--- src/common/rvPkg.sv ---
package rvPkg;

    // datapath and address width
    localparam int xlen = 32;

    // each RAM holds memWords 32-bit words
    localparam int memWords    = 1024;
    localparam int memAddrBits = $clog2(memWords); // word index width, 10

    // width of the cycle and retired-instruction counters
    localparam int cntBits = 16;

    // all-ones word ends a program
    localparam logic [xlen-1:0] eofWord = 32'hFFFF_FFFF;

    // major opcodes of the supported subset
    typedef enum logic [6:0] {
        opR      = 7'b011_0011, // add, sub, mul
        opLoad   = 7'b000_0011, // lw
        opImm    = 7'b001_0011, // addi
        opStore  = 7'b010_0011, // sw
        opBranch = 7'b110_0011, // beq, blt
        opLui    = 7'b011_0111,
        opAuipc  = 7'b001_0111
    } opcodeT;

    // multicycle control states
    typedef enum logic [2:0] {
        stIdle,   // waiting for run
        stFetch,  // instruction bus cycle
        stDecode, // operand read, branch target
        stExec,   // alu, branch resolve
        stMem,    // data bus cycle or rd write
        stWb,     // rd write for lw and auipc
        stDone    // end of program seen, parked until rst
    } coreStateT;

endpackage

--- src/rvCore/rvAlu.sv ---
`timescale 1ns/10ps

module rvAlu import rvPkg::*; (
    input  opcodeT          opcode,
    input  logic [2:0]      funct3,
    input  logic [6:0]      funct7,
    input  logic [xlen-1:0] opA,
    input  logic [xlen-1:0] opB,
    input  logic [xlen-1:0] imm,
    input  logic [xlen-1:0] pcCur,
    output logic [xlen-1:0] result,
    output logic            taken
);

    always_comb begin
        result = '0;
        case (opcode)
            opR: begin
                if (funct3 == 3'b000) begin
                    case (funct7)
                        7'b000_0000: result = opA + opB;
                        7'b010_0000: result = opA - opB;
                        7'b000_0001: result = opA * opB; // low 32 bits only
                        default:     result = '0;
                    endcase
                end
            end
            opImm, opLoad, opStore: result = opA + imm; // addi or effective address
            opLui:                  result = imm;
            opAuipc:                result = pcCur + imm;
            default:                result = '0;
        endcase
    end

    // branch condition on the latched operands
    always_comb begin
        taken = 1'b0;
        if (opcode == opBranch) begin
            case (funct3)
                3'b000:  taken = (opA == opB);                   // beq
                3'b100:  taken = ($signed(opA) < $signed(opB)); // blt
                default: taken = 1'b0;
            endcase
        end
    end

endmodule

--- src/rvCore/rvCore.sv ---
`timescale 1ns/10ps

module rvCore import rvPkg::*; (
    input  logic               clk,
    input  logic               rst,
    input  logic               run,
    output logic               iCyc,
    output logic               iStb,
    output logic [xlen-1:0]    iAdr,
    input  logic [xlen-1:0]    iDatR,
    input  logic               iAck,
    output logic               dCyc,
    output logic               dStb,
    output logic               dWe,
    output logic [xlen-1:0]    dAdr,
    output logic [xlen-1:0]    dDatW,
    input  logic [xlen-1:0]    dDatR,
    input  logic               dAck,
    output logic               done,
    output logic [cntBits-1:0] cycleCount,
    output logic [cntBits-1:0] instrCount
);

    coreStateT       state;
    logic [xlen-1:0] pc, pcCur, ir;    // pcCur is the address of the instruction in ir
    logic [xlen-1:0] rs1Q, rs2Q;       // latched operands
    logic [xlen-1:0] aluOut, mdr;
    opcodeT          op;
    logic [xlen-1:0] iImm, sImm, bImm, uImm, immSel;
    logic [xlen-1:0] rs1Data, rs2Data, rdData;
    logic [xlen-1:0] aluResult;
    logic            taken, rdWe, dReq;

    assign op = opcodeT'(ir[6:0]);

    // immediate formats
    assign iImm = {{20{ir[31]}}, ir[31:20]};
    assign sImm = {{20{ir[31]}}, ir[31:25], ir[11:7]};
    assign bImm = {{19{ir[31]}}, ir[31], ir[7], ir[30:25], ir[11:8], 1'b0};
    assign uImm = {ir[31:12], 12'b0};

    always_comb begin
        case (op)
            opStore:        immSel = sImm;
            opLui, opAuipc: immSel = uImm;
            default:        immSel = iImm; // addi, lw
        endcase
    end

    // rd written in mem for alu ops, in wb for lw and auipc
    assign rdWe   = (state == stWb) ||
                    ((state == stMem) && (op == opR || op == opImm || op == opLui));
    assign rdData = (op == opLoad) ? mdr : aluOut;

    rvRegFile regFile (
        .clk     (clk),
        .rst     (rst),
        .rs1Addr (ir[19:15]),
        .rs2Addr (ir[24:20]),
        .rdAddr  (ir[11:7]),
        .rdWe    (rdWe),
        .rdData  (rdData),
        .rs1Data (rs1Data),
        .rs2Data (rs2Data)
    );

    rvAlu alu (
        .opcode (op),
        .funct3 (ir[14:12]),
        .funct7 (ir[31:25]),
        .opA    (rs1Q),
        .opB    (rs2Q),
        .imm    (immSel),
        .pcCur  (pcCur),
        .result (aluResult),
        .taken  (taken)
    );

    // instruction master, read only
    assign iCyc = (state == stFetch);
    assign iStb = (state == stFetch);
    assign iAdr = pc;

    // sw starts its bus cycle in exec so it finishes in the first mem cycle
    assign dReq  = ((state == stExec) && (op == opStore)) ||
                   ((state == stMem) && (op == opStore || op == opLoad));
    assign dCyc  = dReq;
    assign dStb  = dReq;
    assign dWe   = (op == opStore);
    assign dAdr  = (state == stExec) ? aluResult : aluOut; // same value across exec->mem
    assign dDatW = rs2Q;

    always_ff @(posedge clk) begin
        if (rst) begin
            state      <= stIdle;
            pc         <= '0;
            done       <= 1'b0;
            cycleCount <= '0;
            instrCount <= '0;
        end else begin
            if (state != stIdle && state != stDone)
                cycleCount <= cycleCount + 1'b1;
            case (state)
                stIdle: begin
                    if (run) begin
                        pc    <= '0;
                        state <= stFetch;
                    end
                end
                stFetch: begin
                    if (iAck) begin // word arrives with ack
                        ir    <= iDatR;
                        pcCur <= pc;
                        pc    <= pc + 4;
                        state <= stDecode;
                    end
                end
                stDecode: begin
                    rs1Q   <= rs1Data;
                    rs2Q   <= rs2Data;
                    aluOut <= pcCur + bImm; // branch target
                    if (ir == eofWord) begin
                        done  <= 1'b1;
                        state <= stDone;
                    end else begin
                        state <= stExec;
                    end
                end
                stExec: begin
                    instrCount <= instrCount + 1'b1;
                    if (op == opBranch) begin
                        if (taken)
                            pc <= aluOut;
                        state <= stFetch;
                    end else if (op == opR || op == opImm || op == opLoad ||
                                 op == opStore || op == opLui || op == opAuipc) begin
                        aluOut <= aluResult;
                        state  <= stMem;
                    end else begin
                        state <= stFetch; // unsupported, skipped
                    end
                end
                stMem: begin
                    if (op == opLoad) begin
                        if (dAck) begin
                            mdr   <= dDatR;
                            state <= stWb;
                        end
                    end else if (op == opStore) begin
                        if (dAck)
                            state <= stFetch;
                    end else if (op == opAuipc) begin
                        state <= stWb;
                    end else begin
                        state <= stFetch; // rd written this cycle
                    end
                end
                stWb: state <= stFetch;
                stDone: state <= stDone; // held until rst
                default: state <= stIdle;
            endcase
        end
    end

endmodule

--- src/rvCore/rvRegFile.sv ---
`timescale 1ns/10ps

module rvRegFile import rvPkg::*; (
    input  logic            clk,
    input  logic            rst,
    input  logic [4:0]      rs1Addr,
    input  logic [4:0]      rs2Addr,
    input  logic [4:0]      rdAddr,
    input  logic            rdWe,
    input  logic [xlen-1:0] rdData,
    output logic [xlen-1:0] rs1Data,
    output logic [xlen-1:0] rs2Data
);

    logic [xlen-1:0] regs [32];

    // x0 never written so it reads zero
    always_ff @(posedge clk) begin
        if (rst) begin
            for (int i = 0; i < 32; i++)
                regs[i] <= '0;
        end else if (rdWe && rdAddr != 5'd0) begin
            regs[rdAddr] <= rdData;
        end
    end

    assign rs1Data = regs[rs1Addr]; // async read
    assign rs2Data = regs[rs2Addr];

endmodule

--- config.mk ---
export PLATFORM = sky130hd
export DESIGN_NAME = rvCore
export DESIGN_NICKNAME = d
export VERILOG_FILES = /design/src/common/rvPkg.sv /design/src/rvCore/rvAlu.sv /design/src/rvCore/rvCore.sv /design/src/rvCore/rvRegFile.sv
export SDC_FILE = /design/constraint.sdc
export NUM_CORES = 2
export LEC_CHECK = 0
export ABC_CLOCK_PERIOD_IN_PS = 19360
export BUFFER_PORTS_ARGS = -buffer_cell sky130_fd_sc_hd__buf_2
export CAP_MARGIN = 15
export CORE_UTILIZATION = 45
export CTS_CLUSTER_DIAMETER = 50
export DETAILED_ROUTE_END_ITERATION = 16
export GPL_TIMING_DRIVEN = 0
export PLACE_DENSITY = 0.69
export SLEW_MARGIN = 20
export SYNTH_ARGS = -nofsm -noshare
export SYNTH_HDL_FRONTEND = slang
export SYNTH_SLANG_ARGS = --single-unit
export TNS_END_PERCENT = 10
--- constraint.sdc ---
create_clock -name clk -period 19.36 [get_ports clk]
set_clock_uncertainty 0.2 [all_clocks]
set_input_delay 0.968 -clock clk [delete_from_list [all_inputs] [get_ports clk]]
set_output_delay 0.968 -clock clk [all_outputs]
set_load 0.03 [all_outputs]
==> impl_metrics.env <==
export IMPL_gr_usage_met1=0.4066
export IMPL_cts_hold_buf=0
export IMPL_wl_per_instance_um=32.26
export IMPL_hold_depth=1
export IMPL_cts_repair_resize_count=0
export IMPL_synth_simple_gate_area_frac=0.1240
export IMPL_drive_above_1_share=0.1580
export IMPL_drtIter0Drc=9315
export IMPL_worst_setup_hold_path_clk_slew_ps=60
export IMPL_totalNegativeSetupSlack_ps=0
export IMPL_rsz0062_at_grt="false"
export IMPL_setup_viol_count_final=0
export IMPL_clkSinkCount=1284
export IMPL_grt_usage=0.3419
export IMPL_finalCritPeriodShare=0.6319
export IMPL_synth_seq_cells=1284
export IMPL_ys_types=93
export IMPL_cp_start_kind="register"
export IMPL_number_of_buffers_created_by_cts=146
export IMPL_end_kind="output port"
export IMPL_critPathArrivalTime_ps=11070
export IMPL_hold_class="in -> reg"
export IMPL_top_level_ports=203
export IMPL_criticalPathCategory="reg -> out"
export IMPL_report_final_slew_viol_count=0
export IMPL_complex_gate_fraction_of_the_synthesized_area=0.06413
export IMPL_die_area_mm2=0.1922
export IMPL_h_tree_depth=4
export IMPL_cp_required_ps=18190
export IMPL_fmaxAchievable_ghz=0.08174
export IMPL_timing_max_slew_rel_slack=0.005906
export IMPL_tot_pwr_mw=9.884
export IMPL_cellPowerDensity_mw_per_mm2=103.2
export IMPL_worst_ir_drop_vdd_mv=0.2586
export IMPL_first_pass_iters=9
export IMPL_grt_first_pass_wirelength_mm=463.0
export IMPL_synth_mux_area_frac=0.1719
export IMPL_wl_mm=331.8
export IMPL_violations="max-capacitance violations"
export IMPL_floorplan_initialDensity=0.4550
export IMPL_floorplan_die_width_um=438.4
export IMPL_synth_ff_type="edfxtp_1"
export IMPL_post_route_min_period_ps=12230
export IMPL_fillers=16310
export IMPL_overflow=0
export IMPL_die_height_um=438.4
export IMPL_worst_path_max_fanout=10
export IMPL_synthTopCellsByArea="edfxtp_1, mux4_2, fa_1, nor2_1, ha_1"
export IMPL_cts_setup_buffers=0
export IMPL_max_cap_viols=1
export IMPL_ys_top_cells_by_count="nor2_1, edfxtp_1, nand2_1, mux4_2, inv_1"
export IMPL_multi_input_comb_area_mm2=0.04418
export IMPL_rr_worst_depth=24
export IMPL_post_dp_hpwl_mm=254.3
export IMPL_fin_nets=8394
export IMPL_syn_area_per_cell_um2=11.86
export IMPL_yosys_warnings=0
export IMPL_port_buffer_count=201
export IMPL_gp_congestion=1.005
export IMPL_reg2reg_slack_ps=9310
export IMPL_synth_top_family_by_area="multiplexers"
export IMPL_synthesis_instances=7225
export IMPL_worst_slew_pin_transition_ps=1476
export IMPL_rows=159
export IMPL_clk_latency_ps=820
export IMPL_vias_in_the_first_global_route=65150
export IMPL_tritoncts="done"
export IMPL_synth_sequential_area_ratio=0.4419
export IMPL_yosysTopAreaCell="edfxtp_1"
export IMPL_cts_root_buffer_cell="clkbuf_16"
export IMPL_final_hold_violation_count=0
export IMPL_synthArstFlopShare=0
export IMPL_route_detailed_vias_per_inst=6.380
export IMPL_route_vias_total=65620
export IMPL_cellLeakagePower_nw=36.55
export IMPL_synth_xor_area_share=0.01906
export IMPL_gr_max_usage_layer="met2"
export IMPL_status="complete, but fails checks"
export IMPL_grt_antenna_before_repair=23
export IMPL_largest_net_degree_at_the_start_of_global_routing=47
export IMPL_synthesized_area_fraction_occupied_by_adder_cells=0.1327
export IMPL_areaGrowthSynthToFinish_pct=11.79
export IMPL_core_area_mm2=0.1884
export IMPL_groute_layer_met3_usage=0.09590
export IMPL_grtUsageMet2=0.5281
export IMPL_antenna_violating_nets_post_route=0
export IMPL_mappedNetlistArea_mm2=0.08571
export IMPL_number_of_enable_type_register_cells_in_the_synthesized_netlist=1216
export IMPL_synthMostInstantiatedCell="nor2_1"
export IMPL_clockBufferDepth=3
export IMPL_netlist_area_leader_share=0.4260
export IMPL_register_area_mm2=0.03788
export IMPL_remaining_drc_errors=0
## worst max-delay path: stages, from the launching register on
cell      delay, ps
edfxtp_1        500
clkbuf_1        970
clkbuf_1        690
nand2_1         170
fa_1            460
inv_1            80
fa_1            430
fa_1            520
inv_1            50
fa_1            470
inv_1            50
fa_1            480
fa_1            570
fa_1            460
fa_1            520
ha_1            390
and2_1          190
a32oi_1         200
a21oi_1         130
nor4b_1         700
o21ai_0         350
o31ai_1         330
xnor2_1         370
a22oi_1         270
a41oi_1         600
buf_2           320
## layout by cell type (no fill, tap or decap), types with 71 or more instances in the layout
cell       synthesis  final
xor2_1            71     71
clkbuf_16          0    149
o21ai_0          184    176
mux2i_1          177    157
fa_1             412    412
a21oi_1          201    201
nor2_1          1263   1263
nand2_1          568    537
clkbuf_1         470    470
ha_1             250    250
and2_1           289    289
inv_1            485    485
edfxtp_1        1216   1216
a21o_1            80     80
xnor2_1          113    113
mux4_2           544    544
buf_2             13    230
## per-layer routing
metal	vias to the layer above	wire length, um
li1	26700	-
met1	33080	111400
met2	4710	150500
met3	1124	39960
met4	14	29820
met5	-	82
## where the power goes
group / switching (mW) / internal [mW]
clock network: 1.23 / 1.55
logic: 2.46 / 1.45
registers: 0.0730 / 3.13
## final cells by class
cell class / count / share of cell area
Multi-Input combinational cell: 4927 / 0.4610
Sequential cell: 1284 / 0.3953
Clock buffer: 174 / 0.04010
Tap cell: 2495 / 0.03258
Buffer: 557 / 0.02276
Timing Repair Buffer: 259 / 0.01951
Inverter: 488 / 0.01912
Clock inverter: 94 / 0.009389
Antenna cell: 8 / 0.0002089
## flip-flops by register name, indices dropped and copies added (netlist names)
register / flops
aluOut: 32
cycleCount: 16
dDatW: 32
done: 1
iAdr: 32
instrCount: 16
ir: 32
mdr: 32
pcCur: 32
regFile.regs: 1024
rs1Q: 32
state: 3
## through the flow
stage | setup WS (ps) | hold WS [ps] | utilization | std cells | instance area [um^2]
floorplan | 10720 | 320.4 | - | 7256 | 85830
global placement | 7808 | 261.1 | 0.4775 | 9952 | 89960
detailed placement | 8259 | 274.1 | 0.4832 | 10010 | 91040
CTS | 7419 | 93.30 | 0.5084 | 10280 | 95780
global route | 7173 | 108.7 | 0.5085 | 10280 | 95800
finish | 7126 | 127.4 | 0.5086 | 10290 | 95820
## path summary, 6_finish.rpt
check | endpoint | start
setup reg to reg | aluOut[30] | rs1Q[13]
setup / recovery | dAdr[30] | rs1Q[13]
hold / removal | ir[25] | iDatR[25]
hold reg to reg | done | done
## cells by family after synthesis
group,after synthesis
AOI/OAI and AO/OA,827
xor gates and xnor gates,185
adders and majority gates,662
buffers and inverters,1045
DFF,1284
muxes,784
other,1
and+or+nand+nor,2437
(Power assumes the default switching activity.)
